==> src/verilog/tagAccessConsts.svh <==
////////////////////
// Tag access constants
// Widths, MSHR count and address slicing for the tag-access stage
////////////////////

`ifndef TAG_ACCESS_CONSTS_SVH
`define TAG_ACCESS_CONSTS_SVH

// Datapath widths
`define ADDR_WIDTH 32
`define DATA_WIDTH 32

// Miss-status holding registers
`define MSHR_NUM 4
`define MSHR_ID_WIDTH 2

// Active list pointer
`define AL_PTR_WIDTH 5

// Cache line offset and the index part seen by the replay queue
`define LINE_BYTE_BITS 4
`define INDEX_SUBSET_BITS 3

`endif

==> src/verilog/tagAccessPkg.sv <==
////////////////////
// Tag access types
// Op kinds, execution states and lane payloads
////////////////////

`include "tagAccessConsts.svh"

`default_nettype none

package tagAccessPkg;

    typedef enum logic [2:0] {
        memLoad, memStore, memEnv, memFence, memOther
    } memOpT;

    typedef enum logic [3:0] {
        notFinished, success, refetchThis, refetchNext,
        trapEbreak, trapEcall, trapMret,
        faultInsnIllegal, faultInsnViolation,
        faultLoadViolation, faultLoadMisaligned,
        faultStoreViolation, faultStoreMisaligned
    } execStateT;

    typedef enum logic [2:0] {
        envBreak, envCall, envMret, envIllegal, envViolation
    } envCodeT;

    typedef enum logic [1:0] {
        sizeByte, sizeHalf, sizeWord
    } accessSizeT;

    typedef struct packed {
        memOpT                     opKind;
        logic                      regValid;
        logic [`ADDR_WIDTH-1:0]    addr;
        logic                      mapIllegal;
        accessSizeT                size;
        envCodeT                   envCode;
        logic                      isFenceI;
        logic [`AL_PTR_WIDTH-1:0]  alPtr;
        logic                      hasAllocatedMshr;
        logic [`MSHR_ID_WIDTH-1:0] mshrId;
    } loadPayloadT;

    typedef struct packed {
        memOpT                    opKind;
        logic                     regValid;
        logic [`ADDR_WIDTH-1:0]   addr;
        logic [`DATA_WIDTH-1:0]   data;
        logic                     mapIllegal;
        accessSizeT               size;
        logic [`AL_PTR_WIDTH-1:0] alPtr;
    } storePayloadT;

    // Half and word accesses must sit on their natural boundary
    function automatic logic isMisaligned(input logic [`ADDR_WIDTH-1:0] addr,
                                          input accessSizeT size);
        return ((size == sizeHalf) && addr[0]) || ((size == sizeWord) && (addr[1:0] != 2'b00));
    endfunction

endpackage

`default_nettype wire

==> src/verilog/laneRegister.sv <==
////////////////////
// Lane register
// Holds one issued memory op and its valid bit between stages
////////////////////

`default_nettype none

module laneRegister #(
    parameter type payloadT = logic
) (
    input  logic    clk,
    input  logic    rstN,
    input  logic    stall,
    input  logic    inValid,
    input  payloadT inPayload,
    output logic    valid,
    output payloadT payload
);

    always_ff @(posedge clk) begin
        if (!rstN) begin
            valid <= 1'b0;
        end else if (!stall) begin
            valid <= inValid;
        end
    end

    // Op fields only matter while valid is set
    always_ff @(posedge clk) begin
        if (!stall) begin
            payload <= inPayload;
        end
    end

    validKnown: assert property (@(posedge clk) disable iff (!rstN) !$isunknown(valid));

endmodule

`default_nettype wire

==> src/verilog/stageControl.sv <==
////////////////////
// Stage control
// Stall, clear and selective flush for both lanes
////////////////////

`include "tagAccessConsts.svh"

`default_nettype none

module stageControl (
    input  logic                     stall,
    input  logic                     clear,
    input  logic                     flushActive,
    input  logic                     flushAll,
    input  logic [`AL_PTR_WIDTH-1:0] flushHead,
    input  logic [`AL_PTR_WIDTH-1:0] flushTail,
    input  logic                     ldValid,
    input  logic [`AL_PTR_WIDTH-1:0] ldAlPtr,
    input  logic                     stValid,
    input  logic [`AL_PTR_WIDTH-1:0] stAlPtr,
    output logic                     ldFlush,
    output logic                     ldUpdate,
    output logic                     ldNextValid,
    output logic                     stFlush,
    output logic                     stUpdate,
    output logic                     stNextValid
);

    // Inclusive circular range from head to tail in the active list
    function automatic logic isFlushed(input logic active,
                                       input logic all,
                                       input logic [`AL_PTR_WIDTH-1:0] head,
                                       input logic [`AL_PTR_WIDTH-1:0] tail,
                                       input logic [`AL_PTR_WIDTH-1:0] ptr);
        logic inRange;
        if (head <= tail) begin
            inRange = (ptr >= head) && (ptr <= tail);
        end else begin
            // Range wraps past the end of the list
            inRange = (ptr >= head) || (ptr <= tail);
        end
        return active && (all || inRange);
    endfunction

    always_comb begin
        ldFlush = isFlushed(flushActive, flushAll, flushHead, flushTail, ldAlPtr);
        stFlush = isFlushed(flushActive, flushAll, flushHead, flushTail, stAlPtr);

        ldUpdate    = ldValid && !stall && !clear && !ldFlush;
        stUpdate    = stValid && !stall && !clear && !stFlush;
        ldNextValid = ldUpdate;
        stNextValid = stUpdate;

        // Full flush must reach every live op in the stage
        if (flushActive && flushAll && (ldValid || stValid)) begin
            assert ((!ldValid || ldFlush) && (!stValid || stFlush))
                else $error("full flush left a valid lane alive");
        end
    end

endmodule

`default_nettype wire

==> src/verilog/loadResolve.sv <==
////////////////////
// Load lane resolve
// Result validity, execution state, replay record and MSHR release
////////////////////

`include "tagAccessConsts.svh"

`default_nettype none

module loadResolve import tagAccessPkg::*; (
    input  logic                          ldValid,
    input  logic                          ldUpdate,
    input  logic                          ldFlush,
    input  loadPayloadT                   payload,
    input  logic                          storeLoadForwarded,
    input  logic                          forwardMiss,
    input  logic                          dcReadHit,
    input  logic                          mshrReadHit,
    input  logic                          mshrAddrHit,
    input  logic [`MSHR_ID_WIDTH-1:0]     mshrAddrHitId,
    input  logic                          loadHasAllocatedMshr,
    input  logic [`MSHR_ID_WIDTH-1:0]     loadMshrId,
    output logic                          executeLoad,
    output logic [`ADDR_WIDTH-1:0]        executedLoadAddr,
    output logic                          ldRegValid,
    output execStateT                     ldExecState,
    output logic                          ldReplay,
    output logic [`MSHR_ID_WIDTH-1:0]     ldReplayMshrId,
    output logic                          ldReplayAddrHit,
    output logic [`INDEX_SUBSET_BITS-1:0] ldReplayAddrSubset,
    output logic [`MSHR_NUM-1:0]          mshrRelease
);

    logic                      isLoad;
    logic                      allocated;
    logic [`MSHR_ID_WIDTH-1:0] mshrId;
    logic                      regValid;
    execStateT                 state;

    always_comb begin
        isLoad    = (payload.opKind == memLoad);
        allocated = payload.hasAllocatedMshr || loadHasAllocatedMshr;

        // MSHR id recorded for the replay queue
        if (payload.hasAllocatedMshr) begin
            mshrId = payload.mshrId;
        end else if (loadHasAllocatedMshr) begin
            mshrId = loadMshrId;
        end else begin
            mshrId = mshrAddrHitId;
        end

        regValid = payload.regValid;
        state    = success;
        if (isLoad) begin
            if (storeLoadForwarded) begin
                regValid = payload.regValid && !forwardMiss;
                state    = forwardMiss ? refetchThis : success;
            end else if (allocated) begin
                // Data can only come back through its own MSHR
                regValid = payload.regValid && mshrReadHit;
                state    = mshrReadHit ? success : refetchThis;
            end else if (mshrReadHit) begin
                state = success;
            end else begin
                regValid = payload.regValid && dcReadHit;
                state    = dcReadHit ? success : refetchThis;
            end
        end else if (payload.opKind == memEnv) begin
            case (payload.envCode)
                envBreak:     state = trapEbreak;
                envCall:      state = trapEcall;
                envMret:      state = trapMret;
                envIllegal:   state = faultInsnIllegal;
                envViolation: state = faultInsnViolation;
                default:      state = trapEbreak;
            endcase
        end else if ((payload.opKind == memFence) && payload.isFenceI) begin
            // Later fetches may hold stale instruction cache lines
            state = refetchNext;
        end

        // Access faults take over from a finished load
        if (isLoad && (state inside {success, refetchNext})) begin
            if (payload.mapIllegal) begin
                state = faultLoadViolation;
            end else if (isMisaligned(payload.addr, payload.size)) begin
                state = faultLoadMisaligned;
            end
        end
        if (!ldUpdate || !payload.regValid) begin
            state = notFinished;
        end

        // Free the MSHR of a load that will never read it
        mshrRelease = '0;
        if (isLoad && allocated &&
            ((ldUpdate && storeLoadForwarded) || (ldValid && ldFlush))) begin
            mshrRelease[mshrId] = 1'b1;
        end
        assert ($onehot0(mshrRelease)) else $error("more than one MSHR released");
    end

    assign executeLoad        = ldUpdate && isLoad;
    assign executedLoadAddr   = payload.addr;
    assign ldRegValid         = regValid;
    assign ldExecState        = state;
    assign ldReplay           = ldUpdate && !regValid;
    assign ldReplayMshrId     = mshrId;
    assign ldReplayAddrHit    = mshrAddrHit;
    assign ldReplayAddrSubset = payload.addr[`LINE_BYTE_BITS +: `INDEX_SUBSET_BITS];

endmodule

`default_nettype wire

==> src/verilog/storeResolve.sv <==
////////////////////
// Store lane resolve
// Execution state, order violation and replay record of a store
////////////////////

`include "tagAccessConsts.svh"

`default_nettype none

module storeResolve import tagAccessPkg::*; (
    input  logic                          stUpdate,
    input  storePayloadT                  payload,
    input  logic                          storeConflict,
    output logic                          executeStore,
    output logic [`ADDR_WIDTH-1:0]        executedStoreAddr,
    output logic [`DATA_WIDTH-1:0]        executedStoreData,
    output logic                          stRegValid,
    output execStateT                     stExecState,
    output logic                          storeOrderViolation,
    output logic                          stReplay,
    output logic [`INDEX_SUBSET_BITS-1:0] stReplayAddrSubset
);

    logic isStore;

    always_comb begin
        isStore = (payload.opKind == memStore);

        // A younger load already read stale data, so restart after this store
        storeOrderViolation = stUpdate && payload.regValid && isStore && storeConflict;
        stExecState = storeOrderViolation ? refetchNext : success;

        if (isStore) begin
            if (payload.mapIllegal) begin
                stExecState = faultStoreViolation;
            end else if (isMisaligned(payload.addr, payload.size)) begin
                stExecState = faultStoreMisaligned;
            end
        end
        if (!stUpdate || !payload.regValid) begin
            stExecState = notFinished;
        end
    end

    assign executeStore       = stUpdate && isStore;
    assign executedStoreAddr  = payload.addr;
    assign executedStoreData  = payload.data;
    assign stRegValid         = payload.regValid;
    assign stReplay           = stUpdate && !payload.regValid;
    assign stReplayAddrSubset = payload.addr[`LINE_BYTE_BITS +: `INDEX_SUBSET_BITS];

endmodule

`default_nettype wire

==> src/verilog/tagAccessStage.sv <==
////////////////////
// Memory tag access stage
// One load and one store lane between execute and memory access
////////////////////

`include "tagAccessConsts.svh"

`default_nettype none

module tagAccessStage import tagAccessPkg::*; (
    input  logic                          clk,
    input  logic                          rstN,
    input  logic                          stall,
    input  logic                          clear,
    input  logic                          flushActive,
    input  logic                          flushAll,
    input  logic [`AL_PTR_WIDTH-1:0]      flushHead,
    input  logic [`AL_PTR_WIDTH-1:0]      flushTail,
    input  logic                          ldInValid,
    input  loadPayloadT                   ldIn,
    input  logic                          stInValid,
    input  storePayloadT                  stIn,
    input  logic                          storeLoadForwarded,
    input  logic                          forwardMiss,
    input  logic                          dcReadHit,
    input  logic                          mshrReadHit,
    input  logic                          mshrAddrHit,
    input  logic [`MSHR_ID_WIDTH-1:0]     mshrAddrHitId,
    input  logic                          loadHasAllocatedMshr,
    input  logic [`MSHR_ID_WIDTH-1:0]     loadMshrId,
    input  logic                          storeConflict,
    output logic                          executeLoad,
    output logic [`ADDR_WIDTH-1:0]        executedLoadAddr,
    output logic                          executeStore,
    output logic [`ADDR_WIDTH-1:0]        executedStoreAddr,
    output logic [`DATA_WIDTH-1:0]        executedStoreData,
    output logic                          storeOrderViolation,
    output logic [`MSHR_NUM-1:0]          mshrRelease,
    output logic                          ldReplay,
    output logic [`MSHR_ID_WIDTH-1:0]     ldReplayMshrId,
    output logic                          ldReplayAddrHit,
    output logic [`INDEX_SUBSET_BITS-1:0] ldReplayAddrSubset,
    output logic                          stReplay,
    output logic [`INDEX_SUBSET_BITS-1:0] stReplayAddrSubset,
    output logic                          ldOutValid,
    output logic                          ldRegValid,
    output execStateT                     ldExecState,
    output logic                          stOutValid,
    output logic                          stRegValid,
    output execStateT                     stExecState
);

    logic         ldValid, stValid, ldFlush, ldUpdate, stUpdate;
    loadPayloadT  ldPayload;
    storePayloadT stPayload;

    laneRegister #(.payloadT(loadPayloadT)) ldReg (
        .clk, .rstN, .stall, .inValid(ldInValid), .inPayload(ldIn),
        .valid(ldValid), .payload(ldPayload)
    );

    laneRegister #(.payloadT(storePayloadT)) stReg (
        .clk, .rstN, .stall, .inValid(stInValid), .inPayload(stIn),
        .valid(stValid), .payload(stPayload)
    );

    // Store flush only gates the update, so its flag is left open
    stageControl control (
        .stall, .clear, .flushActive, .flushAll, .flushHead, .flushTail,
        .ldValid, .ldAlPtr(ldPayload.alPtr), .stValid, .stAlPtr(stPayload.alPtr),
        .ldFlush, .ldUpdate, .ldNextValid(ldOutValid),
        .stFlush(), .stUpdate, .stNextValid(stOutValid)
    );

    loadResolve ldResolve (
        .ldValid, .ldUpdate, .ldFlush, .payload(ldPayload),
        .storeLoadForwarded, .forwardMiss, .dcReadHit, .mshrReadHit,
        .mshrAddrHit, .mshrAddrHitId, .loadHasAllocatedMshr, .loadMshrId,
        .executeLoad, .executedLoadAddr, .ldRegValid, .ldExecState,
        .ldReplay, .ldReplayMshrId, .ldReplayAddrHit, .ldReplayAddrSubset, .mshrRelease
    );

    storeResolve stResolve (
        .stUpdate, .payload(stPayload), .storeConflict,
        .executeStore, .executedStoreAddr, .executedStoreData, .stRegValid, .stExecState,
        .storeOrderViolation, .stReplay, .stReplayAddrSubset
    );

endmodule

`default_nettype wire

==> config.mk <==
export PLATFORM = sky130hd
export DESIGN_NAME = tagAccessStage
export DESIGN_NICKNAME = d
export VERILOG_FILES = /design/src/verilog/tagAccessPkg.sv /design/src/verilog/laneRegister.sv /design/src/verilog/stageControl.sv /design/src/verilog/loadResolve.sv /design/src/verilog/storeResolve.sv /design/src/verilog/tagAccessStage.sv
export VERILOG_INCLUDE_DIRS = /design/src /design/src/verilog
export SDC_FILE = /design/constraint.sdc
export NUM_CORES = 1
export LEC_CHECK = 0
export BUFFER_PORTS_ARGS = -buffer_cell sky130_fd_sc_hd__buf_2
export CAP_MARGIN = 15
export CORE_ASPECT_RATIO = 1.75
export CORE_MARGIN = 3
export CORE_UTILIZATION = 40
export DETAILED_ROUTE_END_ITERATION = 6
export PLACE_DENSITY_LB_ADDON = 0.08
export RECOVER_POWER = 50
export SLEW_MARGIN = 0
export SYNTH_ARGS = -nofsm -noshare
export SYNTH_HDL_FRONTEND = slang
export SYNTH_HIERARCHICAL = 1
export SYNTH_SLANG_ARGS = --single-unit
==> constraint.sdc <==
create_clock -name clk -period 2.5 [get_ports clk]
set_clock_uncertainty 0.1 [all_clocks]
set_input_delay 0 -clock clk [delete_from_list [all_inputs] [get_ports clk]]
set_output_delay 0 -clock clk [all_outputs]
set_load 0.1 [all_outputs]
==> results of run 1 <==
==> critical path: cells and delay by family, from the launching register on <==
family	cells	cell delay [ns]
buffers and inverters	1	0.22
AOI/OAI and AO/OA	3	0.55
adders and majority gates	1	0.31
and+or+nand+nor	4	0.86
DFF	1	0.43
==> layer usage <==
layer  vias to the layer above  GRT usage  part of all wire
met1                      1904      0.203              0.33
met4                         0     0.0779             0.029
met2                       201      0.367              0.56
met3                        29     0.0715             0.082
met5                         -          0                 0
li1                       1969          -                 -
==> area by class of cell <==
cell class	count	area, µm²
repair buffers	425	3120
multi-input cells	126	1260
clock buffers	17	425
flip-flops and latches	129	3850
well taps	177	221
fillers	1066	4840
inverters	21	82.6
clock inverters	15	173
==> power by group through the flow <==
stage	Sequential (mW)	Combinational [mW]	Clock (mW)
after floorplan	2.67	1.42	0
after global placement	2.67	1.57	0
after detailed placement	2.68	1.58	0
after CTS	2.63	1.77	2.55
after global routing	2.66	1.84	2.64
final	2.64	1.77	2.49
==> sequential cells by signal, indices dropped and copies added, names as in the netlist <==
name / flops
ldReg/valid: 1
stReg/payload: 76
stReg/valid: 1
ldReg/payload: 51
==> path summary, 6_finish.rpt <==
check	from	end	slack, ns
worst max-delay path	stReg/payload[3]	stExecState[1]	-0.39
worst min register to register	stReg/valid	stReg/valid	0.99
worst min-delay path	stIn[34]	stReg/payload[34]	0.20
worst max register to register	ldReg/valid	ldReg/valid	1.17
==> metrics by stage <==
step	std cells	hold WS, ns	instance area [µm²]	TNS (ns)	setup slack [ns]
after global placement	741	-0.0988	7140	0	0.0721
after floorplan	382	-0.00113	5940	-8.20	-0.948
after global routing	910	0.186	9140	-7.78	-0.540
final	910	0.199	9140	-4.49	-0.389
after CTS	909	0.0364	9120	-4.66	-0.347
after detailed placement	741	-0.0988	7140	0	0.0429
==> what timing repair did <==
action / 4_1_cts / 5_1_grt
buffers inserted: 4 / 1
hold buffers: 132 / 0
gates resized for setup: 9 / 8
pin swaps: 9 / 1
endpoints found under the setup margin: 19 / 19
endpoints found under the hold margin: 130 / 0
==> qor.csv, run 1 <==
stage;metric;value;unit
floorplan;die area;15800;µm²
place;RePlAce Congestion;0.791;
power;NetSw;2.39;mW
global_routing;pin count of the biggest net entering global routing;77;
floorplan;Core Region;14000;µm²
worst_setup_path;cells along the critical path;ha_4 > nand4_1 > nor2_1 > o32ai_2 > or3_4 > a31oi_4 > nand4_1 > o32ai_4 > buf_12;
final_layout;synthesis-to-finish area growth;59.8;%
worst_setup_path;worst-path fanout max;4;
sta;final hold vios;0;
sta;max frequency;346;MHz
final_layout;most common cell after layout, fill and taps aside;buf_2;
drt;WL/cell;17.2;µm
sta;Slew Viols, Final;77;
drt;DR vias/cell;4.51;
outcome;failing checks;capacitance limit, slew limit, setup timing;
yosys;Synth Warn #;6;
clock_tree;clk buf depth;2;
sta;fin crit share;1.16;
power;P_int;4.50;mW
place;post-detail-place hpwl;11.0;mm
worst_setup_path;critical path launch point type;flip-flop;
outcome;status;finished, violations left;
clock_tree;clk sinks;129;
yosys;gate count of the mapped netlist;382;
global_routing;antenna violations before repair;0;
worst_setup_path;required time of the critical path;2.40;ns
final_layout;Ant. Diodes;0;
worst_setup_path;Top cell by count, worst path;nand4_1;
power;total power;6.89;mW
drt;detailed router's first-iteration violation count;130;
floorplan;die extent in x;96.4;µm
drt;Antenna Nets Post-Route;0;
sta;Final min period;2.89;ns
global_routing;grt ovf;0;
worst_setup_path;Worst Reg-to-Reg Cells;3;
final_layout;# nets final;901;
floorplan;# rows;57;
worst_setup_path;Critical Path AT;2.79;ns
clock_tree;Num CTS Buffers;17;
yosys;syn nets;563;
worst_setup_path;critical path class;flip-flop to primary output;
sta;Final setup viols;19;
drt;DR DRC count;0;
worst_hold_path;Hold Path Class;input pin to flip-flop;
global_routing;Total GRT Usage;0.201;
clock_tree;Clock Tree Root;clkbuf_16;
sta;RSZ-0062 raised after global routing;true;
yosys;Mean Syn Cell Area;15.0;µm²
clock_tree;CTS tree;built;
global_routing;vias in the first global route;4558;
worst_hold_path;Hold Crit Depth;2;
power;sequential share of power;0.383;
power;clock share of power;0.361;
clock_tree;clock latency on the worst-skew pair;0.40;ns
drt;routed via count;4103;
worst_setup_path;Critical Path Sink Type;primary output;
global_routing;first-pass GRT wire length;23.4;mm
worst_setup_path;max incr delay on CP;0.43;ns
power;combinational share of power;0.256;
job;Max Cap Viol;1;
final_layout;Final Util;0.654;
sta;setup ws final;-0.389;ns
power;cell leakage power;3.87;nW
floorplan;Initial Utilization;0.409;
drt;DRT Wirelength;15.7;mm
yosys;Synth Cell Area;5720;µm²
floorplan;I/O pin count;282;
final_layout;most frequent cells in the layout;buf_2 (251), dlygate4sd3_1 (132), edfxtp_1 (127);
clock_tree;H-tree levels;4;
power;Peak VDD IR;578;µV
final_layout;layout cells sized above 1;0.490;
sta;Rel. slew slack;-0.253;
clock_tree;Worst-path clk slew;0.06;ns
worst_setup_path;slowest stage cell, crit path;edfxtp_1;
drt;detailed-router iteration count before antenna repair;4;
sta;slew of the pin with the lowest slew margin;1.88;ns
floorplan;die height;164;µm
place;port bufs;279;
power;Sw Share;0.347;
power;pwr dens;754;nW/µm²
No activity file was read; power rests on OpenSTA's default activity.
==> run 2, diff against run 1 <==
--- a/config.mk
+++ b/config.mk
@@ -14,6 +14,7 @@
 export DETAILED_ROUTE_END_ITERATION = 6
 export PLACE_DENSITY_LB_ADDON = 0.08
 export RECOVER_POWER = 50
+export SETUP_SLACK_MARGIN = 0.1
 export SLEW_MARGIN = 0
 export SYNTH_ARGS = -nofsm -noshare
 export SYNTH_HDL_FRONTEND = slang
==> qor.csv, run 2 (synthesis results as in run 1) <==
stage;metric;value;unit;change
final_layout;# nets final;901;;unchanged
global_routing;vias in the first global route;4558;;unchanged
sta;max frequency;346;MHz;unchanged
drt;detailed-router iteration count before antenna repair;4;;unchanged
power;cell leakage power;3.87;nW;unchanged
worst_setup_path;cells along the critical path;ha_4 > nand4_1 > nor2_1 > o32ai_2 > or3_4 > a31oi_4 > nand4_1 > o32ai_4 > buf_12;;
floorplan;Core Region;14000;µm²;unchanged
drt;DRT Wirelength;15.7;mm;unchanged
worst_setup_path;critical path launch point type;flip-flop;;
worst_setup_path;Critical Path Sink Type;primary output;;
worst_setup_path;slowest stage cell, crit path;edfxtp_1;;
floorplan;die area;15800;µm²;unchanged
job;Max Cap Viol;1;;unchanged
drt;DR vias/cell;4.51;;unchanged
final_layout;most common cell after layout, fill and taps aside;buf_2;;
worst_setup_path;Critical Path AT;2.79;ns;about the same
outcome;failing checks;capacitance limit, slew limit, setup timing;;
clock_tree;CTS tree;built;;
worst_setup_path;worst-path fanout max;4;;unchanged
final_layout;Ant. Diodes;0;;unchanged
power;pwr dens;754;nW/µm²;unchanged
power;Peak VDD IR;578;µV;unchanged
clock_tree;Clock Tree Root;clkbuf_16;;
sta;final hold vios;0;;unchanged
clock_tree;clk sinks;129;;unchanged
sta;Final TNS setup;-4.49;ns;unchanged
sta;Slew Viols, Final;77;;unchanged
worst_setup_path;max incr delay on CP;0.43;ns;about the same
sta;Final setup viols;19;;unchanged
drt;detailed router's first-iteration violation count;130;;unchanged
sta;fin crit share;1.16;;unchanged
place;RePlAce Congestion;0.791;;unchanged
final_layout;Post-Layout Cell Count;910;;unchanged
global_routing;Total GRT Usage;0.201;;unchanged
final_layout;max reg flops;76;;unchanged
floorplan;I/O pin count;282;;unchanged
sta;Rel. slew slack;-0.253;;unchanged
floorplan;Initial Utilization;0.409;;unchanged
drt;routed via count;4103;;unchanged
drt;Antenna Nets Post-Route;0;;unchanged
drt;WL/cell;17.2;µm;unchanged
clock_tree;clk buf depth;2;;unchanged
clock_tree;Worst-path clk slew;0.06;ns;about the same
global_routing;antenna violations before repair;0;;unchanged
drt;DR DRC count;0;;unchanged
clock_tree;Num CTS Buffers;17;;unchanged
final_layout;layout cells sized above 1;0.490;;unchanged
place;Placed Cells incl. Taps;741;;unchanged
final_layout;synthesis-to-finish area growth;59.8;%;unchanged
final_layout;most frequent cells in the layout;buf_2 (251), dlygate4sd3_1 (132), edfxtp_1 (127);;
place;post-detail-place hpwl;11.0;mm;unchanged
clock_tree;clock latency on the worst-skew pair;0.40;ns;about the same
floorplan;die height;164;µm;unchanged
floorplan;# rows;57;;unchanged
final_layout;Regs by FF count;stReg/payload x76, ldReg/payload x51;;
worst_hold_path;Hold Path Class;input pin to flip-flop;;
worst_setup_path;critical path class;flip-flop to primary output;;
sta;RSZ-0062 raised after global routing;true;;
clock_tree;H-tree levels;4;;unchanged
place;port bufs;279;;unchanged
worst_setup_path;Top cell by count, worst path;nand4_1;;
sta;slew of the pin with the lowest slew margin;1.88;ns;unchanged
sta;Final min period;2.89;ns;unchanged
final_layout;Top reg by flops;stReg/payload;;
floorplan;die extent in x;96.4;µm;unchanged
sta;setup ws final;-0.389;ns;unchanged
global_routing;grt ovf;0;;unchanged
global_routing;first-pass GRT wire length;23.4;mm;unchanged
global_routing;pin count of the biggest net entering global routing;77;;unchanged
worst_setup_path;required time of the critical path;2.40;ns;about the same
outcome;status;finished, violations left;;
-- run 2: cell counts in the layout (fill, tap and decap cells not counted) --
No cell type changed its count.
-- run 2: layout make-up --
cell class / instances / area, µm²
Tap cell: 177 / 221
Fill cell: 1066 / 4840
Inverter: 21 / 82.6
Timing Repair Buffer: 425 / 3120
Multi-Input combinational cell: 126 / 1260
Clock inverter: 15 / 173
Clock buffer: 17 / 425
Sequential cell: 129 / 3850
-- run 2: where the power goes --
part,total (mW),internal [mW],switching [mW]
sequential,2.64,2.57,0.0694
combinational,1.77,0.428,1.34
clock,2.49,1.50,0.984
total,6.89,4.50,2.39
-- run 2: critical path, delay by kind of cell (launching register included) --
kind	cells	cell delay (ns)
simple gates	4	0.86
compound gates	3	0.55
fa+ha+maj	1	0.31
flops	1	0.43
buf+inv	1	0.22
-- run 2: metrics by stage --
step           worst slack (ns)  utilization  power [mW]  area (µm²)  hold WS (ns)
5_1_grt                  -0.540        0.654        7.14        9140         0.186
3_5_place_dp             0.0429        0.510        4.26        7140       -0.0988
3_3_place_gp             0.0721        0.510        4.24        7140       -0.0988
4_1_cts                  -0.347        0.653        6.95        9120        0.0364
6_report                 -0.389        0.654        6.89        9140         0.199
2_1_floorplan            -0.948            -        4.09        5940      -0.00113
-- run 2: worst paths after layout --
| path | startpoint | endpoint | slack, ns | cells after the start |
|---|---|---|---|---|
| worst min-delay path | stIn[34] | stReg/payload[34] | 0.20 | 2 |
| worst min register to register | stReg/valid | stReg/valid | 0.99 | 3 |
| worst max register to register | ldReg/valid | ldReg/valid | 1.17 | 3 |
| worst max-delay path | stReg/payload[3] | stExecState[1] | -0.39 | 9 |
-- run 2: timing repair --
item / 4_1_cts / 5_1_grt
buffers inserted: 4 / 1
setup endpoints to repair: 19 / 19
hold buffers: 132 / 0
hold endpoints to repair: 130 / 0
pin swaps: 9 / 1
gates resized for setup: 9 / 8
cloned: 0 / 0
-- run 2: per-layer routing --
| metal | GRT usage | vias to the layer above | wire (µm) |
|---|---|---|---|
| met1 | 0.203 | 1904 | 5120 |
| met4 | 0.0779 | 0 | 461 |
| li1 | - | 1969 | - |
| met5 | 0 | - | 0 |
| met2 | 0.367 | 201 | 8820 |
| met3 | 0.0715 | 29 | 1280 |
==> run 3, diff against run 2 <==
--- a/config.mk
+++ b/config.mk
@@ -12,7 +12,7 @@
 export CORE_MARGIN = 3
 export CORE_UTILIZATION = 40
 export DETAILED_ROUTE_END_ITERATION = 6
-export PLACE_DENSITY_LB_ADDON = 0.08
+export PLACE_DENSITY = 0.76
 export RECOVER_POWER = 50
 export SETUP_SLACK_MARGIN = 0.1
 export SLEW_MARGIN = 0
==> qor.csv, run 3 (synthesis results as in run 1) <==
stage;metric;value;unit;change
worst_setup_path;critical path launch point type;flip-flop;;
global_routing;pin count of the biggest net entering global routing;77;;unchanged
sta;RSZ-0062 raised after global routing;true;;
final_layout;most frequent cells in the layout;buf_2 (246), dlygate4sd3_1 (133), edfxtp_1 (127);;
sta;Final setup viols;19;;unchanged
worst_setup_path;Top cell by count, worst path;nand4_1;;
drt;DR DRC count;0;;unchanged
floorplan;die area;15800;µm²;unchanged
drt;WL/cell;18.5;µm;+7.3%
clock_tree;H-tree levels;4;;unchanged
worst_setup_path;reg-to-reg slack, setup;1.18;ns;about the same
floorplan;Core Region;14000;µm²;unchanged
clock_tree;clk sinks;129;;unchanged
place;port bufs;279;;unchanged
drt;routed via count;4227;;+3.0%
worst_setup_path;worst r2r dst;ldReg/valid;;
sta;fin crit share;1.15;;-0.00761
place;Placement Cell Area;7110;µm²;-0.39%
global_routing;grt ovf;0;;unchanged
drt;detailed-router iteration count before antenna repair;4;;unchanged
final_layout;layout cells sized above 1;0.487;;-0.00276
global_routing;vias in the first global route;4776;;+4.8%
floorplan;# rows;57;;unchanged
global_routing;antenna violations before repair;1;;+1
worst_hold_path;Worst Min Path Start;stIn[64];;
final_layout;post-route cell area;9170;µm²;+0.36%
worst_setup_path;slowest stage cell, crit path;edfxtp_1;;
worst_setup_path;max incr delay on CP;0.43;ns;about the same
place;Placed Cells incl. Taps;739;;-0.27%
job;Max Cap Viol;0;;-1
worst_hold_path;Hold Path Class;input pin to flip-flop;;
power;pwr dens;761;nW/µm²;+0.88%
final_layout;fillers;997;;-6.5%
power;Peak VDD IR;730;µV;+26%
clock_tree;Clock Tree Root;clkbuf_16;;
place;post-detail-place hpwl;10.9;mm;-1.3%
floorplan;die extent in x;96.4;µm;unchanged
outcome;failing checks;setup timing;;
final_layout;Post-Layout Cell Count;909;;-0.11%
worst_setup_path;critical path class;flip-flop to primary output;;
place;RePlAce Congestion;0.881;;+11%
worst_hold_path;Worst Hold Endpoint;stReg/payload[64];;
drt;DR vias/cell;4.65;;+3.1%
final_layout;most common cell after layout, fill and taps aside;buf_2;;
sta;Final TNS setup;-5.09;ns;-0.600 ns
clock_tree;Num CTS Buffers;17;;unchanged
final_layout;# nets final;900;;-0.11%
worst_setup_path;Worst Reg-to-Reg Cells;3;;unchanged
worst_setup_path;cells along the critical path;ha_4 > nand4_1 > nor2_2 > o32ai_2 > or3_4 > a31oi_4 > nand4_1 > buf_6 > o32ai_4 > buf_12;;
clock_tree;clock latency on the worst-skew pair;0.39;ns;about the same
worst_hold_path;Hold Crit Depth;2;;unchanged
final_layout;Regs by FF count;stReg/payload x76, ldReg/payload x51;;
sta;setup ws final;-0.370;ns;+0.0190 ns
global_routing;first-pass GRT wire length;24.4;mm;+4.7%
drt;DRT Wirelength;16.8;mm;+7.2%
final_layout;max reg flops;76;;unchanged
worst_setup_path;worst-path fanout max;3;;-1
sta;Final min period;2.87;ns;-0.0190 ns
sta;Min Hold Slack;0.209;ns;+0.0103 ns
drt;Antenna Nets Post-Route;0;;unchanged
clock_tree;clk buf depth;2;;unchanged
floorplan;die height;164;µm;unchanged
sta;Slew Viols, Final;0;;-100%
drt;detailed router's first-iteration violation count;171;;+32%
clock_tree;Worst-path clk slew;0.06;ns;about the same
worst_setup_path;worst r2r src;ldReg/valid;;
global_routing;Total GRT Usage;0.211;;+0.00983
final_layout;Final Util;0.656;;+0.00233
outcome;status;finished, violations left;;
floorplan;I/O pin count;282;;unchanged
worst_setup_path;Critical Path AT;2.77;ns;-0.02 ns
clock_tree;CTS tree;built;;
final_layout;Top reg by flops;stReg/payload;;
power;cell leakage power;3.86;nW;-0.35%
worst_setup_path;required time of the critical path;2.40;ns;about the same
floorplan;Initial Utilization;0.409;;unchanged
worst_setup_path;Critical Path Sink Type;primary output;;
sta;slew of the pin with the lowest slew margin;1.08;ns;-0.796 ns
final_layout;synthesis-to-finish area growth;60.4;%;
sta;final hold vios;0;;unchanged
sta;max frequency;348;MHz;+0.66%
sta;Rel. slew slack;0.278;;+0.531
-- run 3: routing by layer --
layer	global-route usage	part of all wire	vias to the layer above
li1	-	-	1970
met4	0.102	0.034	0
met5	0	0	-
met3	0.0550	0.057	40
met1	0.209	0.33	2029
met2	0.393	0.58	188
-- run 3: worst max path at each step --
stage,startpoint,end,slack [ns],depth (start not counted)
CTS,ldReg/payload[6],mshrRelease[0],-0.37,11
floorplan,stReg/payload[3],stExecState[2],-0.95,9
detailed placement,flushTail[4],mshrRelease[1],-0.03,14
global placement,flushTail[4],mshrRelease[1],0.09,14
global route,ldReg/payload[6],mshrRelease[2],-0.51,12
finish,stReg/payload[2],stExecState[1],-0.37,10
-- run 3: critical path, delay by kind of cell (launching register included) --
family,cells,cell delay [ns]
flip-flops,1,0.43
AO/OA/AOI/OAI,3,0.48
adder cells (fa/ha/maj),1,0.30
AND/OR/NAND/NOR,4,0.78
buffers and inverters,2,0.37
-- run 3: repair_timing --
| action | in CTS | in global routing |
|---|---|---|
| setup buffers | 1 | 4 |
| gates resized for setup | 12 | 9 |
| hold buffers | 133 | 0 |
| pin swaps | 14 | 10 |
| setup endpoints to repair | 19 | 19 |
| endpoints found under the hold margin | 135 | 0 |
-- run 3: through the flow --
| stage | power [mW] | setup slack (ns) |
|---|---|---|
| after CTS | 7.01 | -0.368 |
| after global placement | 4.22 | 0.0912 |
| after floorplan | 4.09 | -0.948 |
| after detailed placement | 4.25 | -0.0277 |
| final | 6.98 | -0.370 |
| after global routing | 7.20 | -0.507 |
-- run 3: cell type report --
type / count / area (µm²) / area share
clock inverters: 14 / 180 / 0.0196
multi-input cells: 126 / 1310 / 0.143
repair buffers: 424 / 3100 / 0.338
flip-flops and latches: 129 / 3850 / 0.420
inverters: 21 / 82.6 / 0.00900
diodes: 1 / 2.50 / 0.000273
clock buffers: 17 / 425 / 0.0464
well taps: 177 / 221 / 0.0241
-- run 3: where the power goes --
group	internal (mW)	total (mW)	switching [mW]
clock	1.59	2.55	0.967
combinational	0.431	1.78	1.35
sequential	2.57	2.64	0.0731
total	4.59	6.98	2.39
